==> src/blas_pkg.sv <==
`default_nettype none

package blas_pkg;

	//////////////////////////////
	// Sizes
	//////////////////////////////
	localparam int NUM_TILES	= 4;
	localparam int DATA_W		= 16;		// Operand and accumulator
	localparam int ISSUE_W		= 4;		// Issue numbers wrap mod 16

	// Commit buffer, entry picked by low bits of issue number
	localparam int COMMIT_DEPTH	= 4;
	localparam int PTR_W		= $clog2(COMMIT_DEPTH);
	localparam int CNT_W		= $clog2(COMMIT_DEPTH + 1);

	// Shift-add multiplier
	localparam int MUL_STEP		= 4;		// Bits per cycle
	localparam int MUL_CYCLES	= DATA_W / MUL_STEP;
	localparam int MUL_CNT_W	= $clog2(MUL_CYCLES);

	//////////////////////////////
	// Opcodes and states
	//////////////////////////////
	typedef enum logic [1:0] {
		OP_LOAD	= 2'd0,			// acc = operand
		OP_ADD	= 2'd1,			// acc = acc + operand
		OP_MUL	= 2'd2			// acc = acc * operand, multi-cycle
	} opcode_t;

	typedef enum logic {
		ISSUE_IDLE,
		ISSUE_HOLD				// Instruction held until issued
	} issue_state_t;

	typedef enum logic {
		TILE_IDLE,
		TILE_MUL_RUN
	} tile_state_t;

endpackage

`default_nettype wire

==> src/issue_ctrl.sv <==
`timescale 1ns/1ps
`default_nettype none

module issue_ctrl (
	input	wire							clock,
	input	wire							arst_n,
	input	wire							req,			// Strobe from external side
	input	wire	blas_pkg::opcode_t		opcode,
	input	wire	[blas_pkg::DATA_W-1:0]	operand,
	input	wire	[blas_pkg::NUM_TILES-1:0]	tile_mask,
	input	wire	[blas_pkg::NUM_TILES-1:0]	tile_busy,
	input	wire							full,			// Commit buffer has no room
	output	logic							wait_flag,		// High while an instruction is held
	output	logic							issue_req,
	output	logic	[blas_pkg::ISSUE_W-1:0]	issue_no,
	output	blas_pkg::opcode_t				issue_opcode,
	output	logic	[blas_pkg::DATA_W-1:0]	issue_operand,
	output	logic	[blas_pkg::NUM_TILES-1:0]	issue_mask
);

	import blas_pkg::*;

	issue_state_t				state_q;
	logic						accept;
	logic						busy_hit;

	// Only masked tiles matter, others may keep running
	assign busy_hit		= |(tile_busy & issue_mask);

	assign accept		= (state_q == ISSUE_IDLE) && req;
	assign issue_req	= (state_q == ISSUE_HOLD) && !full && !busy_hit;
	assign wait_flag	= (state_q == ISSUE_HOLD);


	//////////////////////////////
	// State and issue counter
	//////////////////////////////
	always_ff @(posedge clock or negedge arst_n) begin
		if (!arst_n) begin
			state_q		<= ISSUE_IDLE;
			issue_no	<= '0;
		end
		else begin
			case (state_q)
				ISSUE_IDLE: begin
					if (accept) begin
						state_q <= ISSUE_HOLD;
					end
				end
				ISSUE_HOLD: begin
					if (issue_req) begin
						state_q <= ISSUE_IDLE;
					end
				end
				default: begin
					state_q <= ISSUE_IDLE;
				end
			endcase

			if (issue_req) begin
				issue_no <= issue_no + ISSUE_W'(1);	// Wraps
			end
		end
	end


	// Held instruction, stays stable through HOLD
	always_ff @(posedge clock) begin
		if (accept) begin
			issue_opcode	<= opcode;
			issue_operand	<= operand;
			issue_mask		<= tile_mask;
		end
	end

endmodule

`default_nettype wire

==> src/commit_agg.sv <==
`timescale 1ns/1ps
`default_nettype none

module commit_agg (
	input	wire							clock,
	input	wire							arst_n,
	input	wire							issue_req,
	input	wire	[blas_pkg::ISSUE_W-1:0]	issue_no,
	input	wire	[blas_pkg::NUM_TILES-1:0]	issue_mask,
	input	wire	[blas_pkg::NUM_TILES-1:0]	term,			// Per-tile termination pulses
	input	wire	[blas_pkg::ISSUE_W-1:0]	term_no		[blas_pkg::NUM_TILES],
	output	logic							full,
	output	logic							commit_req,
	output	logic	[blas_pkg::ISSUE_W-1:0]	commit_no
);

	import blas_pkg::*;

	logic	[COMMIT_DEPTH-1:0]	valid_q;
	logic	[COMMIT_DEPTH-1:0]	valid_nxt;
	logic	[NUM_TILES-1:0]		pending_q	[COMMIT_DEPTH];	// Tiles still running
	logic	[NUM_TILES-1:0]		pending_nxt	[COMMIT_DEPTH];

	logic	[ISSUE_W-1:0]		head_no_q;		// Oldest outstanding number
	logic	[PTR_W-1:0]			head_ptr;
	logic	[PTR_W-1:0]			issue_ptr;
	logic	[CNT_W-1:0]			count_q;

	assign head_ptr		= head_no_q[PTR_W-1:0];
	assign issue_ptr	= issue_no[PTR_W-1:0];

	// Oldest entry done, so commit it
	assign commit_req	= valid_q[head_ptr] && (pending_q[head_ptr] == '0);
	assign commit_no	= head_no_q;
	assign full			= (count_q == CNT_W'(COMMIT_DEPTH));


	//////////////////////////////
	// Entry update
	//////////////////////////////
	always_comb begin
		pending_nxt	= pending_q;
		valid_nxt	= valid_q;

		// Terms may arrive out of order, each clears one bit
		for (int t = 0; t < NUM_TILES; t++) begin
			if (term[t]) begin
				pending_nxt[term_no[t][PTR_W-1:0]][t] = 1'b0;
			end
		end

		if (commit_req) begin
			valid_nxt[head_ptr] = 1'b0;
		end

		// Issue never hits a live entry since full blocks it
		if (issue_req) begin
			valid_nxt[issue_ptr]	= 1'b1;
			pending_nxt[issue_ptr]	= issue_mask;
		end
	end


	always_ff @(posedge clock or negedge arst_n) begin
		if (!arst_n) begin
			valid_q <= '0;
			for (int e = 0; e < COMMIT_DEPTH; e++) begin
				pending_q[e] <= '0;
			end
		end
		else begin
			valid_q		<= valid_nxt;
			pending_q	<= pending_nxt;
		end
	end


	//////////////////////////////
	// Head pointer and occupancy
	//////////////////////////////
	always_ff @(posedge clock or negedge arst_n) begin
		if (!arst_n) begin
			head_no_q	<= '0;
			count_q		<= '0;
		end
		else begin
			if (commit_req) begin
				head_no_q <= head_no_q + ISSUE_W'(1);
			end

			if (issue_req && !commit_req) begin
				count_q <= count_q + CNT_W'(1);
			end
			else if (!issue_req && commit_req) begin
				count_q <= count_q - CNT_W'(1);
			end
		end
	end

endmodule

`default_nettype wire

==> src/tile_exec.sv <==
`timescale 1ns/1ps
`default_nettype none

module tile_exec (
	input	wire							clock,
	input	wire							arst_n,
	input	wire							issue_req,
	input	wire							issue_en,		// This tile's mask bit
	input	wire	[blas_pkg::ISSUE_W-1:0]	issue_no,
	input	wire	blas_pkg::opcode_t		issue_opcode,
	input	wire	[blas_pkg::DATA_W-1:0]	issue_operand,
	output	logic							busy,
	output	logic							term,
	output	logic	[blas_pkg::ISSUE_W-1:0]	term_no,
	output	logic	[blas_pkg::DATA_W-1:0]	acc
);

	import blas_pkg::*;

	tile_state_t				state_q;
	logic						start;
	logic						last_step;
	logic	[MUL_CNT_W-1:0]		step_q;

	logic	[DATA_W-1:0]		mcand_q;		// Shifted left each step
	logic	[DATA_W-1:0]		mplier_q;		// Shifted right each step
	logic	[DATA_W-1:0]		prod_q;
	logic	[DATA_W-1:0]		step_sum;

	assign start		= issue_req && issue_en && (state_q == TILE_IDLE);
	assign busy			= (state_q == TILE_MUL_RUN);
	assign last_step	= (step_q == MUL_CNT_W'(MUL_CYCLES - 1));

	// One shift-add step over MUL_STEP multiplier bits
	always_comb begin
		step_sum = prod_q;
		for (int b = 0; b < MUL_STEP; b++) begin
			if (mplier_q[b]) begin
				step_sum = step_sum + (mcand_q << b);
			end
		end
	end


	//////////////////////////////
	// Control and accumulator
	//////////////////////////////
	always_ff @(posedge clock or negedge arst_n) begin
		if (!arst_n) begin
			state_q	<= TILE_IDLE;
			step_q	<= '0;
			term	<= 1'b0;
			acc		<= '0;
		end
		else begin
			term <= 1'b0;
			case (state_q)
				TILE_IDLE: begin
					if (start) begin
						case (issue_opcode)
							OP_LOAD: begin
								acc		<= issue_operand;
								term	<= 1'b1;
							end
							OP_ADD: begin
								acc		<= acc + issue_operand;		// mod 2^16
								term	<= 1'b1;
							end
							OP_MUL: begin
								state_q	<= TILE_MUL_RUN;
								step_q	<= '0;
							end
							default: begin
								term	<= 1'b1;	// Unknown op, finish as no-op
							end
						endcase
					end
				end
				TILE_MUL_RUN: begin
					step_q <= step_q + MUL_CNT_W'(1);
					if (last_step) begin
						acc		<= step_sum;
						term	<= 1'b1;
						state_q	<= TILE_IDLE;
					end
				end
				default: begin
					state_q <= TILE_IDLE;
				end
			endcase
		end
	end


	// Multiplier operands and returned issue number
	always_ff @(posedge clock) begin
		if (start) begin
			term_no		<= issue_no;
			mcand_q		<= acc;
			mplier_q	<= issue_operand;
			prod_q		<= '0;
		end
		else if (busy) begin
			prod_q		<= step_sum;
			mcand_q		<= mcand_q << MUL_STEP;
			mplier_q	<= mplier_q >> MUL_STEP;
		end
	end

endmodule

`default_nettype wire

==> src/blas_engine.sv <==
`timescale 1ns/1ps
`default_nettype none

module blas_engine (
	input	wire							clock,
	input	wire							arst_n,
	input	wire							req,			// Request from external
	input	wire	blas_pkg::opcode_t		opcode,
	input	wire	[blas_pkg::DATA_W-1:0]	operand,
	input	wire	[blas_pkg::NUM_TILES-1:0]	tile_mask,
	output	logic							wait_flag,		// Hold off req while high
	output	logic							commit_req,
	output	logic	[blas_pkg::ISSUE_W-1:0]	commit_no,
	output	logic	[blas_pkg::DATA_W-1:0]	acc			[blas_pkg::NUM_TILES]
);

	import blas_pkg::*;

	logic						issue_req;
	logic	[ISSUE_W-1:0]		issue_no;
	opcode_t					issue_opcode;
	logic	[DATA_W-1:0]		issue_operand;
	logic	[NUM_TILES-1:0]		issue_mask;

	logic						full;

	logic	[NUM_TILES-1:0]		tile_busy;
	logic	[NUM_TILES-1:0]		tile_term;
	logic	[ISSUE_W-1:0]		tile_term_no	[NUM_TILES];


	issue_ctrl issue_ctrl (
		.clock(			clock			),
		.arst_n(		arst_n			),
		.req(			req				),
		.opcode(		opcode			),
		.operand(		operand			),
		.tile_mask(		tile_mask		),
		.tile_busy(		tile_busy		),
		.full(			full			),
		.wait_flag(		wait_flag		),
		.issue_req(		issue_req		),
		.issue_no(		issue_no		),
		.issue_opcode(	issue_opcode	),
		.issue_operand(	issue_operand	),
		.issue_mask(	issue_mask		)
	);


	commit_agg commit_agg (
		.clock(			clock			),
		.arst_n(		arst_n			),
		.issue_req(		issue_req		),
		.issue_no(		issue_no		),
		.issue_mask(	issue_mask		),
		.term(			tile_term		),
		.term_no(		tile_term_no	),
		.full(			full			),
		.commit_req(	commit_req		),
		.commit_no(		commit_no		)
	);


	// Broadcast issue, each tile picks its own mask bit
	for (genvar i = 0; i < NUM_TILES; i++) begin : g_tile
		tile_exec tile (
			.clock(			clock				),
			.arst_n(		arst_n				),
			.issue_req(		issue_req			),
			.issue_en(		issue_mask[i]		),
			.issue_no(		issue_no			),
			.issue_opcode(	issue_opcode		),
			.issue_operand(	issue_operand		),
			.busy(			tile_busy[i]		),
			.term(			tile_term[i]		),
			.term_no(		tile_term_no[i]		),
			.acc(			acc[i]				)
		);
	end

endmodule

`default_nettype wire

==> config.mk <==
export PLATFORM = sky130hd
export DESIGN_NAME = blas_engine
export DESIGN_NICKNAME = d
export VERILOG_FILES = /design/src/blas_pkg.sv /design/src/issue_ctrl.sv /design/src/commit_agg.sv /design/src/tile_exec.sv /design/src/blas_engine.sv
export SDC_FILE = /design/constraint.sdc
export NUM_CORES = 1
export LEC_CHECK = 0
export ABC_AREA = 1
export BUFFER_PORTS_ARGS = -buffer_cell sky130_fd_sc_hd__buf_4
export CAP_MARGIN = 10
export CORE_MARGIN = 4
export CORE_UTILIZATION = 54
export DETAILED_ROUTE_END_ITERATION = 7
export GPL_ROUTABILITY_DRIVEN = 0
export PLACE_DENSITY = 0.77
export RECOVER_POWER = 100
export SYNTH_ARGS = -nofsm -noshare
export SYNTH_HDL_FRONTEND = slang
export SYNTH_SLANG_ARGS = --single-unit
==> constraint.sdc <==
create_clock -name clock -period 10.8 [get_ports clock]
set_clock_uncertainty 0.1 [all_clocks]
set_input_delay 2.16 -clock clock [delete_from_list [all_inputs] [get_ports clock]]
set_output_delay 2.16 -clock clock [all_outputs]
set_load 0.02 [all_outputs]
## Yosys cells after proc, flatten, opt, wreduce, memory -nomap -nowiden

Cells that the tools add are included.

| storage, ports and cells | value |
|---|---|
| register bits after elaboration | 334 |
| latch bits | 0 |
| RAM bits | 0 |
| bits in read-only memories | 0 |
| bits of input ports | 25 |
| output and inout bits | 70 |
| memories | 0 |

| cells by class | value |
|---|---|
| $add $sub $neg | 28 |
| $mul | 0 |
| div/mod/pow operators | 0 |
| $lt $le $gt $ge | 15 |
| eq/ne operators | 23 |
| shifts and indexed selects | 0 |
| mux-type cells | 115 |
| bitwise operators | 23 |
| reduce and logical (&&, ||, !) cells | 41 |

Operators by type and width:

| cell | number |
|---|---|
| $mux W16 | 45 |
| $add A16 B16 Y16 | 20 |
| $pmux W16 S2 | 8 |
| $and A16 B16 Y16 | 4 |
| $not A16 Y16 | 4 |
| $demux W4 S2 | 5 |
| $mux W1 | 24 |
| $mux W4 | 6 |
| $logic_and A1 B1 Y1 | 21 |
| $ge A3 B3 Y1 const B | 6 |
| $not A2 Y3 | 6 |
| $pmux W1 S2 | 9 |
| $bwmux W16 | 1 |
| $ne A2 B2 Y1 const B | 8 |
| $pmux W2 S2 | 4 |
| $lt A3 B1 Y1 const B | 5 |
| $mux W2 | 6 |
| $ne A3 B3 Y1 const B | 4 |
| $reduce_and A3 Y1 | 4 |
| $eq A2 B2 Y1 const B | 5 |
| $reduce_bool A2 Y1 | 5 |
| $mux W3 | 3 |
| $add A2 B1 Y2 const B | 4 |
| $add A4 B1 Y4 const B | 2 |
| other kinds (19) | 36 |

## Logic depth before layout (Yosys ltp)

| logic depth | value |
|---|---|
| depth in word-level cells | 16 |
| gate-level depth with buffers | 44 |
| mapped depth without buffers | 44 |

## Modules after synthesis

Synthesis repeated with hierarchy kept, for this count alone.

| unflattened totals | value |
|---|---|
| cell total of the unflattened synthesis | 4389 |
| area, all modules | 31141.1 um^2 |

By module, submodules not included:

| module | instances | cells an instance | area an instance (um^2) | sequential area each (um^2) |
|---|---|---|---|---|
| tile_exec (g_tile[0].tile) | 1 | 1037 | 7258.2 | 1901.8 |
| tile_exec (g_tile[3].tile) | 1 | 1061 | 7226.9 | 1901.8 |
| tile_exec (g_tile[1].tile) | 1 | 1031 | 7171.9 | 1901.8 |
| tile_exec (g_tile[2].tile) | 1 | 1031 | 7078.0 | 1901.8 |
| commit_agg | 1 | 164 | 1445.1 | 675.6 |
| issue_ctrl | 1 | 65 | 960.9 | 785.8 |

## Least setup slack after synthesis

Ideal clock, no wire load.

| path | value |
|---|---|
| path type | register to register |
| from | register g_tile[1].tile.mcand_q[0] |
| to | register g_tile[1].tile.acc[15] in the netlist's numbering |
| library setup time | 0.116 ns |
| data arrival time | 5.360 ns |
| path slack | 5.224 ns |
| stages on the path, launching flop included | 45 |
| buffers on the path | 0 |
| clock period less this slack | 5.576 ns |
| cells stage by stage | edfxtp_1 ha_1 inv_1 fa_1 nand3b_1 nand2_1 nand2_1 nand2_1 inv_1 o21ai_1 xor2_1 nand2_1 nand2_1 ha_1 nand2_1 nand2_1 nand2_1 nand2_1 [... 9 more ...] a211oi_1 nand3_1 or2_2 nand3_1 nand2_1 ha_1 inv_1 nor3_1 nand3_1 nand4_1 or2_2 nand3_1 inv_1 nand2_1 nand3_1 nand2_1 nand2_1 nand2_1 |

| on the way | value |
|---|---|
| longest elaborated chain between the ends | 10 |

Ends and longest elaborated chain:

| item | RTL line | text |
|---|---|---|
| start, declared | tile_exec.sv:25 | `logic [DATA_W-1:0] mcand_q;` |
| start signal, assigned | tile_exec.sv:105 | `mcand_q <= mcand_q << MUL_STEP;` |
| $add A16 B16 Y16 | tile_exec.sv:39 | `step_sum = step_sum + (mcand_q << b);` |
| $mux W16 | tile_exec.sv:38 | `if (mplier_q[b]) begin` |
| $add A16 B16 Y16 | tile_exec.sv:39 |  |
| $mux W16 | tile_exec.sv:38 |  |
| $add A16 B16 Y16 | tile_exec.sv:39 |  |
| $mux W16 | tile_exec.sv:38 |  |
| $add A16 B16 Y16 | tile_exec.sv:39 |  |
| $mux W16 (*) | tile_exec.sv:38 |  |
| $mux W16 (*) | tile_exec.sv:81 | `if (last_step) begin` |
| $pmux W16 S2 (*) | tile_exec.sv:57 | `case (state_q)` |
| end signal, assigned | tile_exec.sv:62 | `acc <= issue_operand;` |
| end signal, assigned | tile_exec.sv:66 | `acc <= acc + issue_operand;` |
| end signal, assigned | tile_exec.sv:82 | `acc <= step_sum;` |
| end, declared | tile_exec.sv:15 | `output logic [blas_pkg::DATA_W-1:0] acc` |

Mark *: on every way between the ends. The rest lies on a longest branch, timed or not. The select of a mux whose other input is x is not followed.
A chain may end at the register's enable or synchronous reset.

## Worst setup path in the final report

| path | value |
|---|---|
| from | register g_tile[2].tile.state_q |
| to | register g_tile[2].tile.acc[4] in the netlist's numbering |

| on the way | value |
|---|---|
| longest elaborated chain between the ends | 8 |

Ends and longest elaborated chain:

| item | RTL line | text |
|---|---|---|
| start, declared | tile_exec.sv:20 | `tile_state_t state_q;` |
| start signal, assigned | tile_exec.sv:50 | `state_q <= TILE_IDLE;` |
| start signal, assigned | tile_exec.sv:70 | `state_q <= TILE_MUL_RUN;` |
| start signal, assigned | tile_exec.sv:84 | `state_q <= TILE_IDLE;` |
| $and A4 B4 Y4 | issue_ctrl.sv:28 | `assign busy_hit = \|(tile_busy & issue_mask);` |
| $reduce_or A4 Y1 | issue_ctrl.sv:28 |  |
| $logic_not A1 Y1 | issue_ctrl.sv:31 | `assign issue_req = (state_q == ISSUE_HOLD) && !full && !busy_hit;` |
| $logic_and A1 B1 Y1 | issue_ctrl.sv:31 |  |
| net commit_agg.issue_req | commit_agg.sv:7 | `input wire issue_req,` |
| $logic_and A1 B1 Y1 (2 in series) | tile_exec.sv:30 | `assign start = issue_req && issue_en && (state_q == TILE_IDLE);` |
| $ne A2 B1 Y1 (no line) | -- |  |
| $reduce_and A3 Y1 (no line) | -- |  |
| end signal, assigned | tile_exec.sv:62 |  |
| end signal, assigned | tile_exec.sv:66 |  |
| end signal, assigned | tile_exec.sv:82 |  |
| end, declared | tile_exec.sv:15 |  |

The timed path passes the listed nets, and every way through them passes these cells.

==> run metrics <==
status=finished, violations left; failing checks=capacitance limit, slew limit; vias in the first global route=26800; # Max-Cap Violations=11; crit path capture type=flop; Cell Area, Synth=0.0297 mm2; DR iter-0 viols=2899; Die W=243 um; Slew headroom=-1.37; initial antenna violation count=1; critical path's top delay family=buffers and inverters; finished layout cell area=0.0319 mm2; Worst-Skew Late Latency=0.56 ns; ys flop type=edfxtp_1; post-synth top area share=0.160; detailed-route wire length=88.8 mm; Post-synth EDFFs=158; CP Class=flop to flop; max incr delay on CP=1.88 ns; Mapped Cells=4250; setup_tns=0 ns; CP Data Required Time=11.12 ns; Post-synth ARST share=0.331; Filler Cell Count=5107; core footprint=0.0541 mm2; Hold WC Path Type=flop to flop; TritonCTS clock tree=done; crit path cell chain=nand2_1, nand2_1, a221oi_1, nand2_1, clkinvlp_2, nand2_1, clkinvlp_2, a21oi_4, clkinvlp_2, nor2_1, a21oi_1; Post-DP Area=0.0310 mm2; Core Rows=85; Worst Path Buf+Inv=3; Vias/cell=5.76; port buffer count=94; Post-CTS Setup Inserts=0; first-pass GRT wire length=140 mm; largest net degree at the start of global routing=63; Final Hold Fails=0; ANT cells=0; fin. max-slew vios=430; number of synthesized register bits=332; Routed Antenna Nets=0; Starting Density=0.549; share of cells above drive strength 1=0.0353; Final Setup Violations=0; per-cell routed wire length=17.7 um; number of clock sinks=332; Synth Area per Inst=6.99 um2; synthesis-to-finish area growth=7.32%; fin crit share=0.741; Synth cell types=53; Most common cell on crit path=nand2_1; root buf cell=clkbuf_16; Ports=95; Clk pin slew, worst setup/hold paths=0.06 ns; CP Max Fanout=54; Overflow after GRT=0; syn nets=4601; total number of yosys warnings=0; RSZ-0062 raised after global routing=false; H-Tree Depth=2; fmax=125 MHz; Nets=4653; CTS resizes=0; Initial DRT Pass Iterations=6; Chip Height=243 um; Vias=29000; clock buffer count from CTS=39; synth top area cells=edfxtp_1, nand2_1, ha_1; WP data arrival=8.32 ns; CTS max path bufs=3; min Tclk post-route=8.00 ns; residual DRC count=0; worst-path cell with the longest stage delay=clkinvlp_2; Slew @ Worst Pin=3.55 ns; post-synthesis cell type with the largest combined area=edfxtp_1; Total GRT Usage=0.291; Startpoint Class=flop; Seq/Total Area, Yosys=0.295; cts hold-fix bufs=0; die area=0.0589 mm2; HPWL Detailed=68.0 mm
routing by layer:
layer  GRT usage  part of all wire  up-vias
met4       0.125             0.049        0
met3      0.0439             0.086      206
li1            -                 -    14300
met1       0.403              0.44    13200
met2       0.455              0.43     1260
met5           0                 0        -
state kept, by name, summed over array words and instances (netlist names):
signal / flops
issue_ctrl.wait_flag: 1
issue_ctrl.issue_opcode: 2
g_tile.tile.busy: 4
commit_agg.valid_q: 4
issue_ctrl.issue_operand: 16
commit_agg.commit_no: 4
g_tile.tile.mplier_q: 64
g_tile.tile.prod_q: 64
g_tile.tile.term: 4
g_tile.tile.term_no: 8
commit_agg.count_q: 3
g_tile.tile.mcand_q: 64
issue_ctrl.issue_mask: 4
g_tile.tile.step_q: 8
issue_ctrl.issue_no: 2
g_tile.tile.acc: 64
commit_agg.pending_q: 16
layout make-up:
class                      instances  area (um2)  area share
timing repair buffer             108         510      0.0160
inverter                         470        1780      0.0557
tap                              696         871      0.0273
clock inverter                    15         153     0.00478
multi-input combinational       3351       18700       0.585
clock buffer                      56        1140      0.0358
sequential                       332        8780       0.275
kinds of logic (layout without fill, tap and decap cells):
group | after synthesis | count (layout) | share of synthesized area
AND/OR/NAND/NOR | 1972 | 1972 | 0.275
AO/OA/AOI/OAI | 887 | 887 | 0.164
buffers and inverters | 567 | 649 | 0.0744
flip-flops | 332 | 332 | 0.295
adder cells (fa/ha/maj) | 326 | 326 | 0.143
XOR/XNOR | 165 | 165 | 0.0486
multiplexers | 1 | 1 | 0.000379
cells in the final DEF, fill, tap and decap left out, types with 13 or more instances in the layout:
cell type  count
fa_1          21
edfxtp_1     158
nand3b_1      18
clkbuf_16     42
xnor2_1       69
dfxtp_1       64
nand4_1       31
nor3_1        25
clkinv_1      13
o21ai_1       43
dfrtp_1      110
a21oi_2       13
o22ai_1       17
or2_2         35
nor2_1       303
a21oi_1      398
nand2_1     1215
clkbuf_4      20
clkbuf_1      90
ha_1         305
o21bai_1      38
a21o_1        28
inv_1        449
nand3_1      325
o21ai_0      281
xor2_1        96
a31oi_1       24
Yosys cell counts (5+ instances only):
master and number:
xnor2_1 69, nand2_4 5, ha_1 305, nand3_1 325
nand3b_1 18, a31oi_1 24, inv_1 449, or2_2 35
clkinv_1 11, o21ai_1 47, xor2_1 96, o22ai_1 17
a21oi_1 396, dfxtp_1 64, edfxtp_1 158, a21oi_2 13
nand2_1 1210, dfrtp_1 110, nor2_1 304, buf_2 13
o21ai_0 277, buf_1 7, fa_1 21, a21o_1 28
buf_6 5, nor3_1 25, o21bai_1 38, nand4_1 31
a21boi_0 9, clkbuf_1 70, and2_1 14, a22oi_1 9
o211ai_1 6
stage by stage:
stage	std cells	setup slack [ns]	hold WS, ns	utilization
2_1_floorplan	4250	5.22	0.345	-
3_3_place_gp	4957	4.63	0.366	0.572
3_5_place_dp	4957	4.50	0.365	0.572
4_1_cts	5028	4.50	0.380	0.596
5_1_grt	5028	2.15	0.394	0.589
6_report	5028	2.80	0.372	0.589
final timing paths:
path	start	end	slack, ns	depth (start not counted)
max	g_tile[2].tile.busy$_DFF_PN0_	g_tile[2].tile.acc[4]$_DFFE_PN0P_	2.80	11
min	commit_agg.commit_no[3]$_DFFE_PN0P_	commit_agg.commit_no[3]$_DFFE_PN0P_	0.37	1
max reg2reg	g_tile[2].tile.busy$_DFF_PN0_	g_tile[2].tile.acc[4]$_DFFE_PN0P_	2.80	11
min reg2reg	commit_agg.commit_no[3]$_DFFE_PN0P_	commit_agg.commit_no[3]$_DFFE_PN0P_	0.37	1
max in group asynchronous	arst_n	g_tile[2].tile.acc[8]$_DFFE_PN0P_	3.71	2
min in group asynchronous	arst_n	commit_agg.count_q[1]$_DFFE_PN0P_	2.39	1
Power is not shown: default switching activity piles up to over one toggle a cycle in this logic, so the estimate is an artifact.
